[src/verilog/lsu_params.svh]
// register counts, local RAM depth and remote-space address bit
`ifndef LSU_PARAMS_SVH
`define LSU_PARAMS_SVH

// register file size
`define LSU_NUM_DATA_REGS 16
`define LSU_NUM_PTR_REGS 8

// local RAM depth in 32-bit words, power of two
`define LSU_RAM_WORDS 256

// set in an address for the remote space
`define LSU_REMOTE_BIT 31

`endif
[src/verilog/lsu_pkg.sv]
// word, mask, register select, operation and bridge state types
`default_nettype none

package lsu_pkg;

    typedef logic [31:0] data_word_t;   // data and address word.
    typedef logic [3:0]  byte_mask_t;   // one enable per byte lane.
    typedef logic [3:0]  data_sel_t;    // data register index.
    typedef logic [2:0]  ptr_sel_t;     // pointer register index.

    // 14 store, 13 ptr update, 12 word, 11 half or upper bank,
    // 10:6 offset, 5:3 pointer, 2:0 data register
    typedef logic [14:0] ls_op_t;

    typedef enum logic [1:0]
    {
        bridge_idle,
        bridge_bus,
        bridge_return
    } bridge_state_t;

endpackage

`default_nettype wire

[src/verilog/remote_bus_bridge.sv]
// remote bridge: request latch, Wishbone classic master cycle, load return to register file
`timescale 1ns/1ns
`default_nettype none

module remote_bus_bridge
(
    input  wire logic                clk,
    input  wire logic                rst,
    input  wire logic                rcn_cs,
    input  wire logic                dwr,
    input  wire lsu_pkg::data_word_t daddr,
    input  wire lsu_pkg::byte_mask_t dmask,
    input  wire lsu_pkg::data_word_t dout,
    input  wire lsu_pkg::data_sel_t  writeback_reg,
    input  wire logic                load_vld,
    output logic                     remote_busy,
    output logic                     wb_cyc,
    output logic                     wb_stb,
    output logic                     wb_we,
    output lsu_pkg::data_word_t      wb_adr,
    output lsu_pkg::byte_mask_t      wb_sel,
    output lsu_pkg::data_word_t      wb_dat_o,
    input  wire lsu_pkg::data_word_t wb_dat_i,
    input  wire logic                wb_ack,
    output logic                     rmt_wr_en,
    output lsu_pkg::data_sel_t       rmt_wr_sel,
    output lsu_pkg::data_word_t      rmt_wr_data
);
    import lsu_pkg::*;

    bridge_state_t state;
    data_word_t    lane_data;

    // lane taken from the latched byte mask
    always_comb
    begin
        case (wb_sel)
            4'b1100: lane_data = {16'd0, wb_dat_i[31:16]};
            4'b0011: lane_data = {16'd0, wb_dat_i[15:0]};
            4'b1000: lane_data = {24'd0, wb_dat_i[31:24]};
            4'b0100: lane_data = {24'd0, wb_dat_i[23:16]};
            4'b0010: lane_data = {24'd0, wb_dat_i[15:8]};
            4'b0001: lane_data = {24'd0, wb_dat_i[7:0]};
            default: lane_data = wb_dat_i;
        endcase
    end

    always_ff @(posedge clk or posedge rst)
    begin
        if (rst)
        begin
            state  <= bridge_idle;
            wb_cyc <= 1'b0;
        end
        else
        begin
            case (state)
                bridge_idle:
                begin
                    if (rcn_cs)
                    begin
                        state  <= bridge_bus;
                        wb_cyc <= 1'b1;
                    end
                end
                bridge_bus:
                begin
                    if (wb_ack)
                    begin
                        wb_cyc <= 1'b0;
                        state  <= wb_we ? bridge_idle : bridge_return;
                    end
                end
                bridge_return:
                begin
                    if (!load_vld)      // local load owns the write port.
                        state <= bridge_idle;
                end
                default:
                    state <= bridge_idle;
            endcase
        end
    end

    always_ff @(posedge clk)
    begin
        if (state == bridge_idle && rcn_cs)
        begin
            wb_we      <= dwr;
            wb_adr     <= daddr;
            wb_sel     <= dmask;
            wb_dat_o   <= dout;
            rmt_wr_sel <= writeback_reg;
        end
        if (state == bridge_bus && wb_ack)
            rmt_wr_data <= lane_data;
    end

    assign wb_stb      = wb_cyc;
    assign remote_busy = rcn_cs || (state != bridge_idle);
    assign rmt_wr_en   = (state == bridge_return);

endmodule

`default_nettype wire

[config.mk]
export PLATFORM = sky130hd
export DESIGN_NAME = remote_bus_bridge
export DESIGN_NICKNAME = d
export VERILOG_FILES = /design/src/verilog/lsu_params.svh /design/src/verilog/lsu_pkg.sv /design/src/verilog/remote_bus_bridge.sv
export SDC_FILE = /design/constraint.sdc
export NUM_CORES = 1
export LEC_CHECK = 0
export BUFFER_PORTS_ARGS = -buffer_cell sky130_fd_sc_hd__buf_2
export CORE_MARGIN = 4
export CORE_UTILIZATION = 45
export DETAILED_ROUTE_END_ITERATION = 8
export PLACE_DENSITY_LB_ADDON = 0.08
export RECOVER_POWER = 25
export SETUP_SLACK_MARGIN = 0.2
export SYNTH_ARGS = -nofsm -noshare
export SYNTH_HDL_FRONTEND = slang
export SYNTH_SLANG_ARGS = --single-unit
[constraint.sdc]
create_clock -name clk -period 17.5 [get_ports clk]
set_input_delay 5.25 -clock clk [delete_from_list [all_inputs] [get_ports clk]]
set_output_delay 5.25 -clock clk [all_outputs]
set_load 0.01 [all_outputs]
After elaboration in Yosys (flattened, before gate mapping)
Cells that the tools add are included.
Widths: inputs -> output; s select.
{"block": "totals", "reg_bits": 108, "inputBits": 110, "elab_cells": 36}
{"block": "op_classes", "eq_ne": 11, "mux": 9, "reduce_logical": 8}
{"op": "$pmux 32 s6", "n": 1}
{"op": "$eq 4x2->1 const B", "n": 2}
{"op": "$eq 4x4->1 const B", "n": 2}
{"op": "$mux 2", "n": 4}
{"op": "$ne 2x2->1 const B", "n": 3}
{"op": "$pmux 2 s3", "n": 1}
{"op": "$reduce_and 3->1", "n": 2}
{"op": "$eq 4x1->1 const B", "n": 1}
{"op": "$eq 4x3->1 const B", "n": 1}
{"op": "$reduce_bool 2->1", "n": 2}
{"op": "$eq 2x1->1 const B", "n": 1}
{"op": "$eq 2x2->1 const B", "n": 1}
{"op": "$logic_and 1x1->1", "n": 2}
{"op": "$logic_not 2->1", "n": 1}
{"op": "$mux 1", "n": 2}
{"op": "$pmux 1 s2", "n": 1}
{"op": "$logic_or 1x1->1", "n": 1}

Longest topological paths before layout
Gate-level depths: netlist (run 1).
{"block": "logic_depth", "word_depth": 3, "depth_mapped": 5}

Least setup slack after synthesis (run 1)
OpenSTA, ideal clock, no wires.
{"block": "synth_path", "path_kind": "input to register", "from": "input port rcn_cs", "to": "register rmt_wr_sel[0], enable pin", "setup_time_ns": 0.611, "t_arrival_ns": 10.571, "slack_ns": 6.318, "path_stages": 1, "cell_sequence": "nor3b_1"}
{"block": "synth_between", "elab_chain_cells": 1}
{"item": "from (decl)", "line": "remote_bus_bridge.sv:9", "rtl": "input wire logic rcn_cs,"}
{"item": "$logic_and 1x1->1", "line": "remote_bus_bridge.sv:87", "rtl": "if (state == bridge_idle && rcn_cs)"}
{"item": "to (signal assigned)", "line": "remote_bus_bridge.sv:93", "rtl": "rmt_wr_sel <= writeback_reg;"}
{"item": "to (decl)", "line": "remote_bus_bridge.sv:26", "rtl": "output lsu_pkg::data_sel_t rmt_wr_sel,"}
Every way passes these cells.
A chain may end at the register's enable or synchronous reset.

Worst setup path after layout (run 1)
{"block": "layout_path", "from": "input port rcn_cs", "to": "output port remote_busy"}
{"block": "layout_between", "elab_chain_cells": 1}
{"item": "$logic_or 1x1->1", "line": "remote_bus_bridge.sv:100", "rtl": "assign remote_busy = rcn_cs || (state != bridge_idle);"}
{"item": "to (decl)", "line": "remote_bus_bridge.sv:16", "rtl": "output logic remote_busy,"}
Every way passes these cells.

==> results by group, run 1 <==
Clocking
  – CTS root buf: clkbuf_8
  – H-tree Lvls: 3
  – Post-CTS Resized: 0
  – Clock transition at path regs: 0.10 ns
  – Worst-Skew Late Latency: 0.36 ns
  – Longest Clk Path Bufs: 2
  – # clock sinks: around 110
  – Post-cts hold buffer count: 0
  – Num CTS Buffers: 9
  – CTS tree: done
  – Post-CTS Setup Bufs: 0

Timing
  – Period utilisation layout: roughly 63%
  – TNS Setup: 0 ns
  – RSZ-0062 raised after global routing: no
  – Final setup vio count: 0
  – Final worst path period need: 11.04 ns
  – Slew @ Worst Pin: between 1 and 1.5 ns
  – Hold_ws: 0.4909 ns
  – Slew HR: between 10% and 20%
  – Fmax: approximately 91 MHz
  – Clk_skew: roughly 0.013 ns
  – Final Max Slew Viols: 0
  – Final Hold Violating Endpoints: 0

Min path
  – Hold WC Path Type: reg -> reg
  – WHS Endpoint: state[1]
  – Worst Hold Launch: wb_we
  – Hold-critical path depth: 1

Routing
  – Detailed Route Iter0 Violations: between 150 and 200
  – WL per Instance: between 15 and 20 µm
  – DR DRC count: 0
  – DRT antenna net count: 0
  – Final wirelength: 9518 µm
  – Routed vias: 2668
  – Drt via density: between 4 and 5
  – TritonRoute pass-1 iters: 4

Final layout
  – Register Area: about 3200 µm²
  – Area delta synth->final: 35.22%
  – Layout Cells excl Fill: between 500 and 600
  – Area of the multi-input gates: about 580 µm²
  – Most frequent cells in the layout: buf_2, edfxtp_1, and2_1
  – Filler instances: about 670
  – Most common cell after layout, fill and taps aside: buf_2
  – Share of layout cells above drive strength 1: between 50% and 60%
  – Final Instance Area: 5265 µm²
  – Final #Nets: roughly 540
  – Diode count: 0

Critical path
  – Cell Chain, Critical Path: buf_2 -> or3_1 -> buf_2
  – Worst reg2reg path endpoint: rmt_wr_data[24]
  – Worst EP arrival: a little under 6 ns
  – Slowest CP cell: or3_1
  – Worst Path Buf+Inv: 2
  – Cell mode on critical path: buf_2
  – Worst Path Max Fanout: 3
  – Setup Crit Path Kind: in -> out
  – Worst flop-to-flop path startpoint: wb_sel[0]
  – Largest delay contributor family on the critical path: simple AND/OR/NAND/NOR gates
  – Reg2reg setup slack: 15.32 ns
  – Crit start category: input port
  – CP endpoint kind: output pin
  – Worst EP required: about 12 ns
  – Worst path max stage delay: between 0.2 and 0.3 ns
  – R2R cell count: 3

Floorplanning
  – Rows: 33
  – Die width: 101.0 µm
  – Die height: around 100 µm
  – Die area: 10210 µm²
  – Ports: about 220
  – Core area: roughly 8300 µm²
  – Starting Density: between 40% and 50%

Logic synthesis
  – Area leader, netlist: edfxtp_1
  – Yosys warns: 0
  – Syn Nets: around 320
  – Fraction of registers with async set/reset: under 10%
  – Most used DFF post-synth: edfxtp_1
  – Share of the synthesized area in the top cell type: ~81%
  – Cells after synthesis: around 200
  – Post-Synthesis Cell Area: between 3000 and 4000 µm²
  – Synth area leaders: edfxtp_1, and2_1, dfrtp_1
  – Post-synth EDFFs: ~110
  – Yosys reg bits: around 110
  – Sequential element share of the synthesized area: between 80% and 90%
  – Post-synth cell types: 37
  – Syn Area/Cell: about 19 µm²

Placed design
  – DP HPWL: ~7000 µm
  – GP Congestion: ~0.77
  – Port bufs: between 200 and 250
  – Placed Cells: 520
  – Placed Instance Area: a little over 5000 µm²

Power
  – Overall power: 0.6811 mW
  – Peak supply drop: 0.07046 mV
  – Power per cell area: about 130 nW/µm²
  – Leak Pwr: about 2.2 nW

GRT
  – Wire length of the first global-routing pass: roughly 14000 µm
  – Total gr overflow: 0
  – Total track usage: a little under a fifth
  – Vias in the first global route: roughly 2600
  – Initial antenna violation count: 1
  – Pin count of the biggest net entering global routing: between 70 and 80

Job
  – Max-Cap Viols: 0

Run status
  – Outcome: finished clean
==> state kept, by name, indices dropped and copies added (netlist names) <==
register / count
rmt_wr_sel: 4
wb_dat_o: 32
wb_sel: 4
rmt_wr_data: 32
wb_cyc: 1
wb_we: 1
wb_adr: 32
state: 2
==> worst max-delay path by stage <==
stage | from | endpoint | cells past startpoint
floorplan | rcn_cs | rmt_wr_sel[0] | 1
global placement | rcn_cs | remote_busy | 3
detailed placement | rcn_cs | remote_busy | 3
CTS | rcn_cs | remote_busy | 3
global route | rcn_cs | remote_busy | 3
finish | rcn_cs | remote_busy | 3
==> cell families after synthesis <==
group	share of synthesized area, %
AO/OA/AOI/OAI	8.452
XOR/XNOR	0.2250
buffers and inverters	2.249
flip-flops	82.90
AND/OR/NAND/NOR	6.170
==> worst register-to-register path, stage by stage (launching register included) <==
cell and delay (ns):
edfxtp_1 0.70, nor2_2 0.22, xnor2_1 0.88, and2_1 0.24
==> cells in the mapped netlist (2+ instances only) <==
cell type / n
a32oi_1: 5
o32ai_1: 2
buf_2: 3
clkbuf_1: 2
dfrtp_1: 3
nand2_1: 2
nor2b_1: 3
nand3_1: 6
a22oi_1: 8
o221ai_1: 5
and2_1: 16
a21boi_0: 2
inv_1: 10
o2bb2ai_1: 8
edfxtp_1: 105
nand3b_1: 3
a221oi_1: 2
==> power by group <==
part | internal (mW) | leakage [nW] | total [mW] | switching, mW
clock | 0.0668 | 0.0862 | 0.147 | 0.0805
combinational | 0.0589 | 1.06 | 0.159 | 0.0999
sequential | 0.356 | 1.02 | 0.375 | 0.0190
total | 0.482 | 2.17 | 0.681 | 0.199
==> through the flow <==
stage | worst slack (ns) | util (%)
detailed placement | 6.462 | 61.19
CTS | 6.461 | 63.52
global route | 6.448 | 63.44
finish | 6.463 | 63.44
floorplan | 6.318 | -
global placement | 6.460 | 61.19
==> layout make-up <==
type	instances	share of cell area (%)
clock buffer	11	2.495
clock inverter	5	1.164
inverter	10	0.7129
multi-input combinational	78	11.07
sequential	108	61.31
tap	105	2.495
timing repair buffer	219	20.75
==> metal layers <==
metal,wire (µm),track usage (%)
met1,3297,21.06
met2,4874,30.63
met3,1226,8.651
met4,107,6.851
met5,12,0
No activity file was read; power rests on OpenSTA's default activity.
==> run 2, diff against run 1 <==
--- a/config.mk
+++ b/config.mk
@@ -5,6 +5,7 @@
 export SDC_FILE = /design/constraint.sdc
 export NUM_CORES = 1
 export LEC_CHECK = 0
+export ABC_AREA = 1
 export BUFFER_PORTS_ARGS = -buffer_cell sky130_fd_sc_hd__buf_2
 export CORE_MARGIN = 4
 export CORE_UTILIZATION = 45
==> constraint.sdc (replaced) <==
create_clock -name clk -period 11.02 [get_ports clk]
set_input_delay 3.306 -clock clk [delete_from_list [all_inputs] [get_ports clk]]
set_output_delay 3.306 -clock clk [all_outputs]
set_load 0.01 [all_outputs]
==> results by group, run 2 <==
Run status
  – Outcome: finished clean

Timing
  – RSZ-0062 raised after global routing: no
  – Slew HR: 39.30% (+21 points)
  – Final setup vio count: 0 (unchanged)
  – Final Max Slew Viols: 0 (unchanged)
  – Slew @ Worst Pin: 0.9105 ns (-0.3109 ns)
  – Fmax: 144.1 MHz
  – Period utilisation layout: between 60% and 70%
  – Clk_skew: 0.01250 ns (-0.0006205 ns)
  – TNS Setup: 0 ns (unchanged)
  – Final worst path period need: 6.939 ns
  – Final Hold Violating Endpoints: 0 (unchanged)

Clocking
  – H-tree Lvls: 3 (unchanged)
  – Post-cts hold buffer count: 0 (unchanged)
  – Clock transition at path regs: 0.11 ns (about the same)
  – Post-CTS Setup Bufs: 0 (unchanged)
  – Longest Clk Path Bufs: 2 (unchanged)
  – Post-CTS Resized: 0 (unchanged)
  – CTS tree: done
  – CTS root buf: clkbuf_8
  – # clock sinks: 108 (unchanged)
  – Num CTS Buffers: 9 (unchanged)
  – Worst-Skew Late Latency: 0.36 ns (about the same)

GRT
  – Total track usage: 18.33% (-0.21 points)
  – Total gr overflow: 0 (unchanged)
  – Pin count of the biggest net entering global routing: 74 (-1.3%)
  – Initial antenna violation count: 1 (unchanged)
  – Vias in the first global route: 3098 (+18%)
  – Wire length of the first global-routing pass: 15460 µm (+11%)

Critical path
  – Worst reg2reg path endpoint: rmt_wr_data[3]
  – Worst path max stage delay: 0.14 ns (-0.15 ns)
  – Cell mode on critical path: buf_2
  – Crit start category: input port
  – R2R cell count: 6 (+3)
  – Worst EP required: 7.71 ns (-4.54 ns)
  – CP endpoint kind: output pin
  – Largest delay contributor family on the critical path: buffers and inverters
  – Worst EP arrival: 3.63 ns (-2.16 ns)
  – Slowest CP cell: buf_2
  – Cell Chain, Critical Path: buf_2 -> inv_1 -> nand2_1 -> buf_2
  – Reg2reg setup slack: 9.05 ns (-6.27 ns)
  – Setup Crit Path Kind: in -> out
  – Worst Path Buf+Inv: 3 (+1)
  – Worst flop-to-flop path startpoint: wb_sel[0]
  – Worst Path Max Fanout: 2 (-1)

Logic synthesis
  – Synth Area in Simple Gates: 15.87% (+9.7 points)
  – Synth area leaders: edfxtp_1, nand2_1, inv_1
  – Share of the synthesized area in the top cell type: 76.18% (-4.8 points)
  – Post-synth cell types: 22 (-41%)
  – Synth Area in Compound Gates: 0.4232% (-8.0 points)
  – Most frequent cell after synthesis: edfxtp_1
  – Post-Synth XOR/XNOR Area: 0% (-0.22 points)
  – Syn Area/Cell: 14.32 µm² (-25%)
  – Yosys reg bits: 108 (unchanged)
  – Cells after synthesis: 289 (+41%)
  – Syn Nets: 399 (+27%)
  – Post-Synthesis Cell Area: 4139 µm² (+6.3%)
  – Yosys warns: 0 (unchanged)
  – Synth Area in Adders: 0% (unchanged)
  – Most used DFF post-synth: edfxtp_1
  – Main combinational cell family by area after synthesis: simple AND/OR/NAND/NOR gates
  – Post-synthesis mux area share: 0% (unchanged)
  – Synth top cells by count: edfxtp_1, nand2_1, inv_1
  – Fraction of registers with async set/reset: 2.778% (unchanged)
  – Post-synth EDFFs: 105 (unchanged)
  – Area leader, netlist: edfxtp_1
  – Sequential element share of the synthesized area: 77.99% (-4.9 points)

Placed design
  – Placed Instance Area: 5284 µm² (+4.0%)
  – GP Congestion: 0.8608 (+12%)
  – DP HPWL: 7551 µm (+5.9%)
  – Port bufs: 218 (unchanged)

Floorplanning
  – Die width: 103.9 µm (+2.9%)
  – Die area: 10800 µm² (+5.8%)
  – Starting Density: 46.78% (-0.14 points)
  – Die height: 103.9 µm (+2.9%)
  – Ports: 219 (unchanged)
  – Core area: 8848 µm² (+6.6%)
  – Rows: 34 (+3.0%)

Power
  – Power share of the clock group: 24.5% (+2.9 points)
  – Sequential share of power: 55.2% (about the same)
  – Net Sw Power: 0.2977 mW (+49%)
  – Power per cell area: 185.1 nW/µm² (+43%)
  – Peak supply drop: 0.1218 mV (+73%)
  – Combinational share of power: 20.3% (-3.0 points)
  – Cell internal power dissipation: 0.7186 mW (+49%)
  – Leak Pwr: 2.518 nW (+16%)
  – Sw frac: 29.29% (about the same)

Final layout
  – Most common cell after layout, fill and taps aside: buf_2
  – Final Instance Area: 5492 µm² (+4.3%)
  – Diode count: 0 (unchanged)
  – Biggest regs: rmt_wr_data: 32 flops, wb_adr: 32 flops, wb_dat_o: 32 flops
  – Most frequent cells in the layout: buf_2, edfxtp_1, nand2_1
  – Share of layout cells above drive strength 1: 50.10% (-4.4 points)
  – Area delta synth->final: 32.68%
  – Final #Nets: 620 (+16%)

Min path
  – WHS Endpoint: state[1]
  – Hold WC Path Type: reg -> reg
  – Worst Hold Launch: wb_we
  – Hold-critical path depth: 1 (unchanged)

Routing
  – Drt via density: 4.666 (-6.3%)
  – Routed vias: 2907 (+9.0%)
  – DR DRC count: 0 (unchanged)
  – Detailed Route Iter0 Violations: 139 (-9.7%)
  – WL per Instance: 15.66 µm (-12%)
  – TritonRoute pass-1 iters: 4 (unchanged)
  – Final wirelength: 9755 µm (+2.5%)
  – DRT antenna net count: 0 (unchanged)

Job
  – Max-Cap Viols: 0 (unchanged)
## run 2: logic make-up (layout without fill, tap and decap cells)
| logic type | after synthesis | in the layout |
|---|---|---|
| AND/OR/NAND/NOR | 132 | 132 |
| buffers and inverters | 46 | 272 |
| AO/OA/AOI/OAI | 3 | 3 |
| flip-flops | 108 | 108 |
## run 2: routing by layer
metal	global-route usage, %	vias up	wire, µm
met1	20.28	1325	3513
li1	-	1428	-
met5	0	-	13
met4	5.318	2	125
met2	31.34	142	5010
met3	8.939	10	1092
## run 2: worst max path at each step
stage                             end  slack (ns)  cells after the start   start
after floorplan           remote_busy        4.30                      2  rcn_cs
after global placement    remote_busy        4.09                      4  rcn_cs
after detailed placement  remote_busy        4.08                      4  rcn_cs
after CTS                 remote_busy        4.08                      4  rcn_cs
after global routing      remote_busy        4.05                      4  rcn_cs
final                     remote_busy        4.08                      4  rcn_cs
## run 2: through the flow
| stage | hold slack (ns) | setup slack [ns] | cells | power, mW | util [%] |
|---|---|---|---|---|---|
| floorplan | 0.5047 | 4.298 | 289 | 0.6903 | - |
| global placement | 0.4575 | 4.086 | 607 | 0.7754 | 59.71 |
| detailed placement | 0.4653 | 4.080 | 607 | 0.7815 | 59.71 |
| CTS | 0.4871 | 4.079 | 623 | 1.030 | 62.10 |
| global route | 0.5244 | 4.046 | 623 | 1.073 | 62.06 |
| finish | 0.4771 | 4.081 | 623 | 1.016 | 62.06 |
## run 2: area by class of cell
| cell class | count | area, µm² |
|---|---|---|
| Fill cell | 735 | 3357 |
| Inverter | 36 | 137.6 |
| Sequential cell | 108 | 3228 |
| Timing Repair Buffer | 220 | 1102 |
| Tap cell | 108 | 135.1 |
| Multi-Input combinational cell | 135 | 676.9 |
| Clock inverter | 6 | 83.83 |
| Clock buffer | 10 | 127.6 |
## run 2: power groups by stage
stage / combinational, mW / sequential, mW / clock, mW
3_5_place_dp: 0.211 / 0.571 / 0
5_1_grt: 0.230 / 0.568 / 0.275
6_report: 0.206 / 0.561 / 0.249
2_1_floorplan: 0.0917 / 0.599 / 0
4_1_cts: 0.211 / 0.562 / 0.257
3_3_place_gp: 0.208 / 0.568 / 0
## run 2: worst register-to-register path: cells and delay by family, from the launching register on
kind | cells | cell delay [ns]
simple gates | 6 | 1.09
flops | 1 | 0.65
