$ cat config.mk
export PLATFORM = sky130hd
export DESIGN_NAME = lsu_regfile
export DESIGN_NICKNAME = d
export VERILOG_FILES = /design/src/verilog/lsu_pkg.sv /design/src/verilog/lsu_regfile.sv
export VERILOG_INCLUDE_DIRS = /design/src /design/src/verilog
export SDC_FILE = /design/constraint.sdc
export NUM_CORES = 1
export LEC_CHECK = 0
export BUFFER_PORTS_ARGS = -buffer_cell sky130_fd_sc_hd__buf_2
export CAP_MARGIN = 30
export CORE_MARGIN = 3
export CORE_UTILIZATION = 62
export CTS_BUF_LIST = sky130_fd_sc_hd__clkbuf_2 sky130_fd_sc_hd__clkbuf_4 sky130_fd_sc_hd__clkbuf_8
export DETAILED_ROUTE_END_ITERATION = 6
export GPL_ROUTABILITY_DRIVEN = 0
export GPL_TIMING_DRIVEN = 0
export PLACE_DENSITY = 0.82
export REMOVE_ABC_BUFFERS = 1
export SYNTH_ARGS = -nofsm -noshare
export SYNTH_HDL_FRONTEND = slang
export SYNTH_SLANG_ARGS = --single-unit
$ cat constraint.sdc
create_clock -name clk -period 6 [get_ports clk]
set_input_delay 0.3 -clock clk [delete_from_list [all_inputs] [get_ports clk]]
set_output_delay 0.3 -clock clk [all_outputs]
set_load 0.01 [all_outputs]
$ cat src/verilog/lsu_params.svh
// register counts, local RAM depth and remote-space address bit
`ifndef LSU_PARAMS_SVH
`define LSU_PARAMS_SVH

// register file size
`define LSU_NUM_DATA_REGS 16
`define LSU_NUM_PTR_REGS 8

// local RAM depth in 32-bit words, power of two
`define LSU_RAM_WORDS 256

// set in an address for the remote space
`define LSU_REMOTE_BIT 31

`endif
$ cat src/verilog/lsu_pkg.sv
// word, mask, register select, operation and bridge state types
`default_nettype none

package lsu_pkg;

    typedef logic [31:0] data_word_t;   // data and address word.
    typedef logic [3:0]  byte_mask_t;   // one enable per byte lane.
    typedef logic [3:0]  data_sel_t;    // data register index.
    typedef logic [2:0]  ptr_sel_t;     // pointer register index.

    // 14 store, 13 ptr update, 12 word, 11 half or upper bank,
    // 10:6 offset, 5:3 pointer, 2:0 data register
    typedef logic [14:0] ls_op_t;

    typedef enum logic [1:0]
    {
        bridge_idle,
        bridge_bus,
        bridge_return
    } bridge_state_t;

endpackage

`default_nettype wire

$ cat src/verilog/lsu_regfile.sv
// data and pointer register file with operand, debug and prioritized write ports
`timescale 1ns/1ns
`default_nettype none
`include "lsu_params.svh"

module lsu_regfile
(
    input  wire logic                clk,
    input  wire logic                rst,
    input  wire lsu_pkg::ptr_sel_t   ptr_sel,
    output lsu_pkg::data_word_t      ptr_data,
    input  wire lsu_pkg::data_sel_t  store_sel,
    output lsu_pkg::data_word_t      store_data,
    input  wire logic                ptr_upd_vld,
    input  wire lsu_pkg::ptr_sel_t   ptr_upd_sel,
    input  wire lsu_pkg::data_word_t ptr_upd,
    input  wire logic                load_vld,
    input  wire lsu_pkg::data_sel_t  load_sel,
    input  wire lsu_pkg::data_word_t load_data,
    input  wire logic                rmt_wr_en,
    input  wire lsu_pkg::data_sel_t  rmt_wr_sel,
    input  wire lsu_pkg::data_word_t rmt_wr_data,
    input  wire logic                ext_wr_en,
    input  wire lsu_pkg::data_sel_t  ext_wr_sel,
    input  wire lsu_pkg::data_word_t ext_wr_data,
    input  wire logic                ext_ptr_wr_en,
    input  wire lsu_pkg::ptr_sel_t   ext_ptr_wr_sel,
    input  wire lsu_pkg::data_word_t ext_ptr_wr_data,
    input  wire lsu_pkg::data_sel_t  dbg_sel,
    output lsu_pkg::data_word_t      dbg_data
);
    import lsu_pkg::*;

    data_word_t data_regs [`LSU_NUM_DATA_REGS];
    data_word_t ptr_regs [`LSU_NUM_PTR_REGS];
    logic       data_we;
    data_sel_t  data_wsel;
    data_word_t data_wval;
    logic       ptr_we;
    ptr_sel_t   ptr_wsel;
    data_word_t ptr_wval;

    assign ptr_data   = ptr_regs[ptr_sel];
    assign store_data = data_regs[store_sel];
    assign dbg_data   = data_regs[dbg_sel];

    // local load, then remote return, then external port
    always_comb
    begin
        data_we   = load_vld || rmt_wr_en || ext_wr_en;
        data_wsel = load_vld ? load_sel : rmt_wr_en ? rmt_wr_sel : ext_wr_sel;
        data_wval = load_vld ? load_data : rmt_wr_en ? rmt_wr_data : ext_wr_data;
        ptr_we    = ptr_upd_vld || ext_ptr_wr_en;
        ptr_wsel  = ptr_upd_vld ? ptr_upd_sel : ext_ptr_wr_sel;
        ptr_wval  = ptr_upd_vld ? ptr_upd : ext_ptr_wr_data;
    end

    always_ff @(posedge clk)
    begin
        if (!rst && data_we)            // no writes while held in reset.
            data_regs[data_wsel] <= data_wval;
        if (!rst && ptr_we)
            ptr_regs[ptr_wsel] <= ptr_wval;
    end

endmodule

`default_nettype wire

==> After elaboration in Yosys (flattened, before gate mapping) <==
Memories as Yosys holds them, arrays and structs flattened.
Cells that the tools add are included.
{ "word_totals": {"ff_bits": 0, "mem_bits_rw": 768, "in_bits": 196, "elab_cells": 18, "n_memories": 2} }
{ "mem_list": {"columns": ["name", "words", "width", "rd", "rd_ports_with_merged_regs", "wr", "line_no", "rtl"], "rows": [
  ["data_regs", 16, 32, 2, 0, 1, "lsu_regfile.sv:34", "data_word_t data_regs [`LSU_NUM_DATA_REGS];"],
  ["ptr_regs", 8, 32, 1, 0, 1, "lsu_regfile.sv:35", "data_word_t ptr_regs [`LSU_NUM_PTR_REGS];"]
]} }
{ "classes": {"n_mux": 10, "n_reduce_logical": 6} }
{ "op_table": {"columns": ["op", "n"], "rows": [
  ["$mux W32", 3],
  ["$mux W4", 2],
  ["$mux W1", 4],
  ["$logic_or A1 B1 Y1", 3],
  ["$mux W3", 1],
  ["$logic_and A1 B1 Y1", 2],
  ["$logic_not A1 Y1", 1]
]} }

==> Longest topological paths before layout <==
Gate-level depths: netlist of the first run.
{ "depth": {"word_depth": 5, "ltp_mapped": 5, "ltp_nobuf": 3} }

==> Worst setup path after synthesis of the first run <==
OpenSTA, ideal clock, no wires.
{ "synth_timing": {"path_kind": "input to register", "start": "input port load_vld", "end": "memory data_regs[11][0] (netlist name) (enable)", "setup_ns": 0.501, "arrival_ns": 4.191, "required_ns": 5.499, "slack_ns": 1.308, "path_stages": 5, "cell_sequence": "clkbuf_2 -> buf_2 -> inv_1 -> a2111o_1 -> nor4_1"} }
{ "synth_via": {"elab_chain_cells": 5} }
{ "synth_lines": {"columns": ["element", "line_no", "rtl"], "rows": [
  ["from (decl)", "lsu_regfile.sv:17", "input wire logic load_vld,"],
  ["$logic_or A1 B1 Y1 (2 in a row)", "lsu_regfile.sv:50", "data_we = load_vld || rmt_wr_en || ext_wr_en;"],
  ["$logic_and A1 B1 Y1", "lsu_regfile.sv:60", "if (!rst && data_we)"],
  ["$mux W1", "lsu_regfile.sv:60", null],
  ["$mux W1 (implied by the code)", "lsu_regfile.sv:61", "data_regs[data_wsel] <= data_wval;"],
  ["to (decl)", "lsu_regfile.sv:34", null]
]} }
Several ways; a longest one is shown, not always the timed one.

==> Worst setup path in the final report of the first run <==
{ "layout_timing": {"start": "input port rmt_wr_en", "end": "memory data_regs[0][18] (netlist name) (enable)"} }
{ "layout_via": {"elab_chain_cells": 5} }
{ "layout_lines": {"columns": ["element", "line_no", "rtl"], "rows": [
  ["from (decl)", "lsu_regfile.sv:20", "input wire logic rmt_wr_en,"],
  ["$logic_or A1 B1 Y1 (2 in a row)", "lsu_regfile.sv:50", null],
  ["$logic_and A1 B1 Y1", "lsu_regfile.sv:60", null],
  ["$mux W1", "lsu_regfile.sv:60", null],
  ["$mux W1 (implied by the code)", "lsu_regfile.sv:61", null]
]} }
Several ways; a longest one is shown, not always the timed one.

==> metrics.md, run 1 <==
| Metric | Value |
|---|---|
| GRT Total Usage | `29.7%` |
| Row count | `84` |
| DRT iter0 DRCs | `between 2000 and 2500` |
| Clock-pin slew on the worst setup and hold paths | `0.06 ns` |
| Core area | `0.0532 mm^2` |
| Mapped Cells | `1632` |
| Crit. End Element | `register` |
| Largest net degree at the start of global routing | `80` |
| Synth cell types | `31` |
| Port bufs | `291` |
| P&R area growth vs syn | `18.7%` |
| Leak Pwr | `13.5 nW` |
| Crit path required time | `6.40 ns` |
| Die height | `239 um` |
| Initial core utilization | `63.5%` |
| CTS Buf Count | `116` |
| 1st-pass router iterations | `5` |
| CTS sink cnt | `768` |
| DIE WIDTH | `239 um` |
| Total congestion overflow | `0` |
| Final core occ | `75.4%` |
| Post-route DRC | `0` |
| VDD IR max | `around 0.24 mV` |
| Top Ports | `a little under 300` |
| Post-DR vias/cell | `~6.7` |
| Relative slew slack | `a little over a quarter` |
| Fmax | `between 300 and 400 MHz` |
| Post-synthesis sequential area ratio | `68.3%` |
| Via Count | `between 15000 and 20000` |
| RSZ-0062 raised after global routing | `false` |
| Status | `finished, final reports clean` |
| Net Sw Power | `0.00268 W` |
| Reg power frac | `53.9%` |
| P per Cell Area | `287 mW/mm^2` |
| Cts repair resizes | `0` |
| Clk root buf | `clkbuf_8` |
| Buffer levels on the longest clock path | `3` |
| Vias in the first global route | `20607` |
| Antenna violations before repair | `3` |
| DR WL/cell | `roughly 29 um` |
| Worst hold path class | `input port to register` |
| First-pass GRT wire length | `124000 um` |
| YS warnings | `0` |
| Layout cells sized above 1 | `46.7%` |
| CTS tree | `yes` |
| Final slew viol count | `0` |
| Post-DRT Antenna Nets | `0` |
| Max Cap Viol | `0` |
| Mapped cell area | `0.0338 mm^2` |
| Final min period | `3.27 ns` |
| Syn Area/Cell | `20.7 um^2` |
| Final setup fails | `0` |
| Dpl hpwl | `53500 um` |
| Least-Margin Pin Slew | `1.10 ns` |
| Setup TNS | `0 ns` |
| Synthesized flop and latch total | `768` |
| Layout Nets | `around 2300` |
| Combinational share of power | `10.8%` |
| CTS H-tree depth | `3` |
| Die ar. | `between 0.05 and 0.06 mm^2` |
| Final WL | `83300 um` |
| Power share of the clock group | `35.3%` |
| Switching Fraction | `between 20% and 30%` |
| Total inserted antenna cells | `0` |
| WP data arrival | `3.67 ns` |
| Startpoint Class | `input port` |
| Hold Path Stages | `2` |
| Int Power | `0.00882 W` |
| Critical path type | `input port to register` |
| Final Cycle Share | `between 50 and 60%` |
| Hold Vio Cnt, Final | `0` |
| Max FO, Critical Path | `20` |
## layout by cell type (no fill, tap or decap), types with 35 or more instances in the layout
master         instances
mux4_2               320
mux2i_1               36
mux2_2                64
clkinv_1              35
a22oi_1              128
clkbuf_8             117
clkbuf_4              41
buf_4                104
nand2_1              102
buf_2                301
edfxtp_1             768
dlygate4sd3_1         60
## cell usage after synthesis
cell,n,area (um^2)
nor2b_1,6,37.5
a32oi_1,1,8.76
buf_1,27,101
buf_4,26,195
mux4_2,320,7210
a2111o_1,1,11.3
o32a_1,1,10.0
and2_1,2,12.5
buf_2,18,90.1
mux2_2,64,721
edfxtp_1,768,23100
a31oi_1,1,6.26
o21ai_1,3,15.0
o21ai_0,33,165
o2111ai_1,1,8.76
nand2_1,102,383
inv_1,4,15.0
clkbuf_1,49,184
a22oi_1,128,961
and3b_1,1,8.76
nor4_1,16,100
nor2_1,12,45.0
a21o_1,1,7.51
clkbuf_2,2,10.0
or3_1,1,6.26
mux2i_1,36,360
a21oi_1,1,5.00
nand3b_1,1,7.51
o21a_1,3,22.5
nor3_1,2,10.0
nor3b_1,1,7.51
## layout make-up
cell class | count | area [um^2]
Sequential cell | 768 | 23100
Timing Repair Buffer | 506 | 3620
Inverter | 4 | 15.0
Clock inverter | 57 | 289
Clock buffer | 158 | 1920
Tap cell | 688 | 861
Fill cell | 2862 | 13100
Multi-Input combinational cell | 738 | 10300
## registers in the layout (all words and copies together), names as in the netlist
register / flops
data_regs: 512
ptr_regs: 256
## cell families (layout without fill, tap and decap cells)
logic type             after synthesis  in the layout  synth area share, %
DFF                                768            768                 68.3
muxes                              420            420                 24.5
AOI/OAI and AO/OA                  174            174                 3.61
and+or+nand+nor                    144            144                 1.83
buffers and inverters              126            725                 1.76
## routing by layer
layer  up-vias  wire [um]  track usage, %
met1     10006      30000            41.0
met2      1282      40800            47.0
met5         -         38               0
li1       8082          -               -
met3       192       9900            7.86
met4         6       2530            10.7
## path summary, 6_finish.rpt
check	endpoint	from	slack, ns
worst min-delay path	ptr_regs[1][19]$_DFFE_PP_	ptr_upd[19]	0.06
worst max-delay path	data_regs[0][18]$_DFFE_PP_	rmt_wr_en	2.73
## power groups by stage
stage / combinational (W) / sequential, W / clock, W
detailed placement: 0.00119 / 0.00631 / 0
global route: 0.00132 / 0.00621 / 0.00437
CTS: 0.00123 / 0.00620 / 0.00411
finish: 0.00124 / 0.00620 / 0.00406
global placement: 0.00111 / 0.00632 / 0
floorplan: 0.000609 / 0.00630 / 0
## worst max-delay path: stages
cell and delay (ns):
buf_2 0.58, buf_12 0.28, mux2i_1 0.48, o21ai_1 0.39, nor4_2 1.00, buf_6 0.25, buf_4 0.16, buf_4 0.18
## repair_timing
item / 4_1_cts / 5_1_grt
hold endpoints to repair: 219 / 0
endpoints found under the setup margin: 0 / 0
hold buffers: 60 / 0
buffers inserted: 0 / 0
## stage by stage
step / power [W] / cell area [um^2] / worst slack (ns) / cells / hold WS (ns)
3_5_place_dp: 0.00750 / 37300 / 2.12 / 2639 / 0.714
4_1_cts: 0.0115 / 40100 / 2.87 / 2914 / 0.000253
3_3_place_gp: 0.00742 / 35500 / -4.36 / 2489 / 0.700
2_1_floorplan: 0.00690 / 33200 / 1.50 / 1510 / 0.598
5_1_grt: 0.0119 / 40100 / 2.68 / 2919 / 0.0424
6_report: 0.0115 / 40100 / 2.73 / 2919 / 0.0558
(Power assumes the default switching activity.)
==> run 2: changes to the inputs <==
- CORE_UTILIZATION: 62 -> 56
- PLACE_DENSITY: 0.82 -> 0.79
- clock period: 6 -> 2.78 ns (I/O delays scaled with it)
==> run 2 against run 1 <==
Compared with the run above:
- sequential cell count did not move
- global-route usage is 3.1 points lower
- non-clock buffer count up 49
- via count is 0.22% lower
- largest power group unchanged
- critical endpoint is now data_regs[1][18]$_DFFE_PP_
- combinational power increased by 120%
==> metrics.md, run 2 (synthesis gave the netlist of run 1 again) <==
| Metric | Value |
|---|---|
| Max Cap Viol | `0 (unchanged)` |
| Crit path buf inv count | `6 (was 5)` |
| CTS sink cnt | `768 (unchanged)` |
| Final Cycle Share | `between 90% and 100%` |
| Final min period | `2.66 ns` |
| Layout cells sized above 1 | `45.9% (was 46.7%)` |
| Critical path type | `input port to register (unchanged)` |
| 1st-pass router iterations | `7 (was 5)` |
| Startpoint Class | `input port (unchanged)` |
| Least-Margin Pin Slew | `1.06 ns (was 1.10 ns)` |
| FILL cells | `3602 (was 2862)` |
| Final setup fails | `0 (unchanged)` |
| Top cell by count, worst path | `buf_4 (unchanged)` |
| Critical path cell sequence | `buf_4 > buf_12 > mux2i_1 > o21ai_2 > nor4_4 > buf_4 > buf_6 > buf_4 > buf_4 (was buf_2 > buf_12 > mux2i_1 > o21ai_1 > nor4_2 > buf_6 > buf_4 > buf_4)` |
| Initial core utilization | `56.9% (was 63.5%)` |
| GRT Total Usage | `26.6% (was 29.7%)` |
| Row count | `89 (was 84)` |
| First-pass GRT wire length | `125000 um (was 124000 um)` |
| Worst hold path class | `input port to register (unchanged)` |
| Status | `finished, final reports clean (unchanged)` |
| Top Ports | `292 (unchanged)` |
| CTS H-tree depth | `3 (unchanged)` |
| P&R area growth vs syn | `21.0% (was 18.7%)` |
| Largest net degree at the start of global routing | `80 (unchanged)` |
| DIE WIDTH | `252 um (was 239 um)` |
| Leak Pwr | `13.8 nW (was 13.5 nW)` |
| RSZ-0062 raised after global routing | `false (unchanged)` |
| Final cell count without fillers | `3052 (was 2919)` |
| DRT iter0 DRCs | `2039 (was 2207)` |
| Total congestion overflow | `0 (unchanged)` |
| WP data arrival | `3.09 ns (was 3.67 ns)` |
| Die ar. | `0.0633 mm^2 (was 0.0573 mm^2)` |
| Pwr Total | `0.0248 W (was 0.0115 W)` |
| Final slew viol count | `0 (unchanged)` |
| VDD IR max | `0.410 mV (was 0.236 mV)` |
| Max FO, Critical Path | `21 (was 20)` |
| Fmax | `375 MHz` |
| Final WL | `83000 um (was 83300 um)` |
| Die height | `252 um (was 239 um)` |
| Post-DRT Antenna Nets | `0 (unchanged)` |
| Buffer levels on the longest clock path | `3 (unchanged)` |
| Port bufs | `291 (unchanged)` |
| Antenna violations before repair | `4 (was 3)` |
| CTS Buf Count | `117 (was 116)` |
| Most frequent cells in the layout | `768 x edfxtp_1, 320 x mux4_2, 300 x buf_2 (was 768 x edfxtp_1, 320 x mux4_2, 301 x buf_2)` |
| Crit path required time | `3.20 ns (was 6.40 ns)` |
| Vias in the first global route | `20765 (was 20607)` |
| Clk root buf | `clkbuf_8 (unchanged)` |
| Layout Nets | `2380 (was 2330)` |
| Relative slew slack | `28.4% (was 26.1%)` |
| Worst path top cell family by delay | `buffers and inverters (unchanged)` |
| Crit. End Element | `register (unchanged)` |
| Commonest non-fill, non-tap cell in the layout | `edfxtp_1 (unchanged)` |
| Via Count | `19525 (was 19568)` |
| DR WL/cell | `27.2 um (was 28.5 um)` |
| Setup TNS | `0 ns (unchanged)` |
| P per Cell Area | `607 mW/mm^2 (was 287 mW/mm^2)` |
| CTS tree | `yes (unchanged)` |
| Post-route DRC | `0 (unchanged)` |
| Dpl hpwl | `53400 um (was 53500 um)` |
| Hold Vio Cnt, Final | `0 (unchanged)` |
| Biggest regs | `data_regs: 512 flops, ptr_regs: 256 flops (unchanged)` |
| Final core occ | `68.9% (was 75.4%)` |
| CP peak stage delay | `0.60 ns (was 1.00 ns)` |
| Max FFs per register | `512 (unchanged)` |
| CP max stage cell | `nor4_4 (was nor4_2)` |
| Clock-pin slew on the worst setup and hold paths | `0.06 ns (about the same)` |
| Most flop-heavy register | `data_regs (unchanged)` |
| Core area | `0.0594 mm^2 (was 0.0532 mm^2)` |
| Post-DR vias/cell | `6.40 (was 6.70)` |
| Hold_ws | `0.0390 ns (was 0.0558 ns)` |
| Inst Count DP | `2734 (was 2639)` |
## run 2: cell types whose count changed in the layout (fill, tap and decap cells not counted), sizes merged, moves of 5 or more
cell	previous run	this run
dlygate4sd3	60	99
buf	446	455
clkinv	48	55
clkbuf	158	153
## run 2: layout make-up
class / instances / area, um^2 / area share (%)
Antenna cell: 2 / 5.00 / 0.0122
Clock buffer: 152 / 1880 / 4.60
Clock inverter: 60 / 295 / 0.722
Inverter: 4 / 15.0 / 0.0367
Multi-Input combinational cell: 738 / 10400 / 25.5
Sequential cell: 768 / 23100 / 56.4
Tap cell: 773 / 967 / 2.37
Timing Repair Buffer: 555 / 4210 / 10.3
## run 2: metal layers
layer  global-route usage (%)  vias up  part of all wire, %
met3                     6.54      171                   11
met1                     36.1     9978                   36
met2                     43.4     1178                   50
met5                        0        -                0.040
li1                         -     8194                    -
met4                     8.34        4                  2.8
## run 2: path summary, 6_finish.rpt
path / start / endpoint / depth (start not counted)
worst max-delay path: rmt_wr_en / data_regs[1][18]$_DFFE_PP_ / 9
worst min-delay path: ext_wr_data[26] / data_regs[14][26]$_DFFE_PP_ / 4
## run 2: report_power, final
part / total (W) / leakage [nW] / internal, W / switching (W)
clock: 0.00867 / 1.14 / 0.00448 / 0.00419
combinational: 0.00277 / 5.86 / 0.00130 / 0.00147
sequential: 0.0134 / 6.79 / 0.0133 / 0.000125
total: 0.0248 / 13.8 / 0.0190 / 0.00579
## run 2: metrics by stage
stage               setup slack (ns)  area (um^2)
finish                         0.117        40900
global route                  0.0199        40900
CTS                           0.0235        40800
detailed placement             -1.21        37500
global placement               -7.96        35600
floorplan                      -1.56        33200
## run 2: repair_timing
item | 4_1_cts | 5_1_grt
buffers inserted | 1 | 0
hold buffers | 97 | 2
setup endpoints to repair | 163 | 6
endpoints found under the hold margin | 417 | 24
pin swaps | 4 | 0
resized for setup | 12 | 3
==> run 3: changes to the inputs <==
- CTS_BUF_LIST: sky130_fd_sc_hd__clkbuf_2 sky130_fd_sc_hd__clkbuf_4 sky130_fd_sc_hd__clkbuf_8 -> sky130_fd_sc_hd__clkbuf_8
==> run 3 against run 2 <==
Compared with the run above:
- count of clock-buffer cells in the layout decreased by 34
- critical path depth is the same
- utilization decreased by 0.22 points
- worst hold slack improved by 0.0011 ns
- via count fell by 0.40%
- wire length fell by 0.60%
- sequential power is essentially flat
- combinational power hardly changed
- largest cell class unchanged
==> metrics.md, run 3 (synthesis gave the netlist of run 1 again) <==
| Metric | Value |
|---|---|
| Most flop-heavy register | `data_regs (unchanged)` |
| Via Count | `19447 (was 19525)` |
| Hold_ws | `0.0400 ns (was 0.0390 ns)` |
| First-pass GRT wire length | `124000 um (was 125000 um)` |
| Antenna violations before repair | `4 (unchanged)` |
| P&R area growth vs syn | `20.6% (was 21.0%)` |
| Fmax | `376 MHz (was 375 MHz)` |
| Final slew viol count | `0 (unchanged)` |
| Buffer levels on the longest clock path | `3 (unchanged)` |
| Relative slew slack | `30.1% (was 28.4%)` |
| Place WS | `-1.21 ns (unchanged)` |
| Worst hold path class | `input port to register (unchanged)` |
| Clock-pin slew on the worst setup and hold paths | `0.06 ns (about the same)` |
| DR WL/cell | `27.0 um (was 27.2 um)` |
| Layout cells sized above 1 | `44.4% (was 45.9%)` |
| Die ar. | `0.0633 mm^2 (unchanged)` |
| CTS tree | `yes (unchanged)` |
| Final core occ | `68.6% (was 68.9%)` |
| Post-DRT Antenna Nets | `0 (unchanged)` |
| Final min period | `2.66 ns (about the same)` |
| WP data arrival | `3.06 ns (was 3.09 ns)` |
| Core area | `0.0594 mm^2 (unchanged)` |
| Max FO, Critical Path | `21 (unchanged)` |
| Hold Vio Cnt, Final | `0 (unchanged)` |
| Leak Pwr | `13.8 nW (about the same)` |
| Post-DR vias/cell | `6.37 (was 6.40)` |
| Total congestion overflow | `0 (unchanged)` |
| DRT iter0 DRCs | `2208 (was 2039)` |
| Max Cap Viol | `0 (unchanged)` |
| Inst Count DP | `2734 (unchanged)` |
| Final WL | `82500 um (was 83000 um)` |
| Initial core utilization | `56.9% (unchanged)` |
| DIE WIDTH | `252 um (unchanged)` |
| Dpl hpwl | `53400 um (unchanged)` |
| Commonest non-fill, non-tap cell in the layout | `edfxtp_1 (unchanged)` |
| CTS sink cnt | `768 (unchanged)` |
| Most frequent cells in the layout | `768 x edfxtp_1, 320 x mux4_2, 300 x buf_2 (unchanged)` |
| Row count | `89 (unchanged)` |
| 1st-pass router iterations | `7 (unchanged)` |
| Seq. cell area | `0.0231 mm^2 (unchanged)` |
| Post-route DRC | `0 (unchanged)` |
| Final cell count without fillers | `3052 (unchanged)` |
| Placed inst area | `0.0375 mm^2 (unchanged)` |
| Max FFs per register | `512 (unchanged)` |
| Port bufs | `291 (unchanged)` |
| FILL cells | `3612 (was 3602)` |
| Worst setup margin | `0.123 ns (was 0.117 ns)` |
| CTS Buf Count | `117 (unchanged)` |
| Biggest regs | `data_regs: 512 flops, ptr_regs: 256 flops (unchanged)` |
| Least-Margin Pin Slew | `1.04 ns (was 1.06 ns)` |
| RSZ-0062 raised after global routing | `false (unchanged)` |
| GRT Total Usage | `26.6% (about the same)` |
| Vias in the first global route | `20784 (was 20765)` |
| Cell area after layout | `0.0407 mm^2 (was 0.0409 mm^2)` |
| Final Cycle Share | `95.6% (was 95.8%)` |
| Clk root buf | `clkbuf_8 (unchanged)` |
| Status | `finished, final reports clean (unchanged)` |
| Area of the multi-input gates | `0.0104 mm^2 (unchanged)` |
| Crit path required time | `3.19 ns (was 3.20 ns)` |
| Crit. End Element | `register (unchanged)` |
| P per Cell Area | `598 mW/mm^2 (was 607 mW/mm^2)` |
| Layout Nets | `2380 (unchanged)` |
| Final setup fails | `0 (unchanged)` |
| CTS H-tree depth | `3 (unchanged)` |
| Largest net degree at the start of global routing | `80 (unchanged)` |
| VDD IR max | `0.490 mV (was 0.410 mV)` |
| Top Ports | `292 (unchanged)` |
| Critical path type | `input port to register (unchanged)` |
| Die height | `252 um (unchanged)` |
| Startpoint Class | `input port (unchanged)` |
[run 3: cell type report]
| cell class | count | share of cell area [%] |
|---|---|---|
| timing repair buffer | 555 | 10.3 |
| tap | 773 | 2.37 |
| multi-input combinational | 738 | 25.6 |
| clock inverter | 94 | 1.04 |
| inverter | 4 | 0.0369 |
| sequential | 768 | 56.6 |
| antenna | 2 | 0.0123 |
| clock buffer | 118 | 3.99 |
[run 3: path summary, 6_finish.rpt]
check                        from  depth (start not counted)  slack [ns]                           to
hold / removal    ext_wr_data[26]                          4        0.04  data_regs[14][26]$_DFFE_PP_
setup / recovery        rmt_wr_en                          9        0.12   data_regs[5][22]$_DFFE_PP_
[run 3: critical path, stage by stage]
cell	delay, ns
buf_4	0.36
buf_12	0.25
mux2i_1	0.14
a2111o_1	0.73
nor4_4	0.66
buf_6	0.22
buf_6	0.14
buf_4	0.18
buf_6	0.17
[run 3: metal layers]
metal | vias to the layer above | part of all wire (%) | wire (um) | global-route usage [%]
li1 | 8191 | - | - | -
met1 | 9978 | 37 | 30200 | 36.2
met2 | 1115 | 50 | 41000 | 43.4
met3 | 159 | 11 | 9050 | 6.30
met4 | 4 | 2.6 | 2130 | 8.25
met5 | - | 0.038 | 31 | 0
[run 3: where the power goes]
part / internal [W] / switching [W] / leakage, nW
logic: 0.00130 / 0.00146 / 5.86
registers: 0.0133 / 0.000124 / 6.79
clock network: 0.00402 / 0.00420 / 1.17
[run 3: timing repair]
action,4_1_cts,5_1_grt
pin swaps,4,0
gates resized for setup,12,3
endpoints found under the hold margin,417,24
setup buffers,1,0
endpoints found under the setup margin,163,6
hold buffers,97,2
[run 3: per-stage QoR]
stage | setup TNS, ns | power, W
after floorplan | -772.38 | 0.0149
after global placement | -4426.93 | 0.0160
after detailed placement | -320.02 | 0.0162
after CTS | 0 | 0.0245
after global routing | 0 | 0.0253
final | 0 | 0.0244
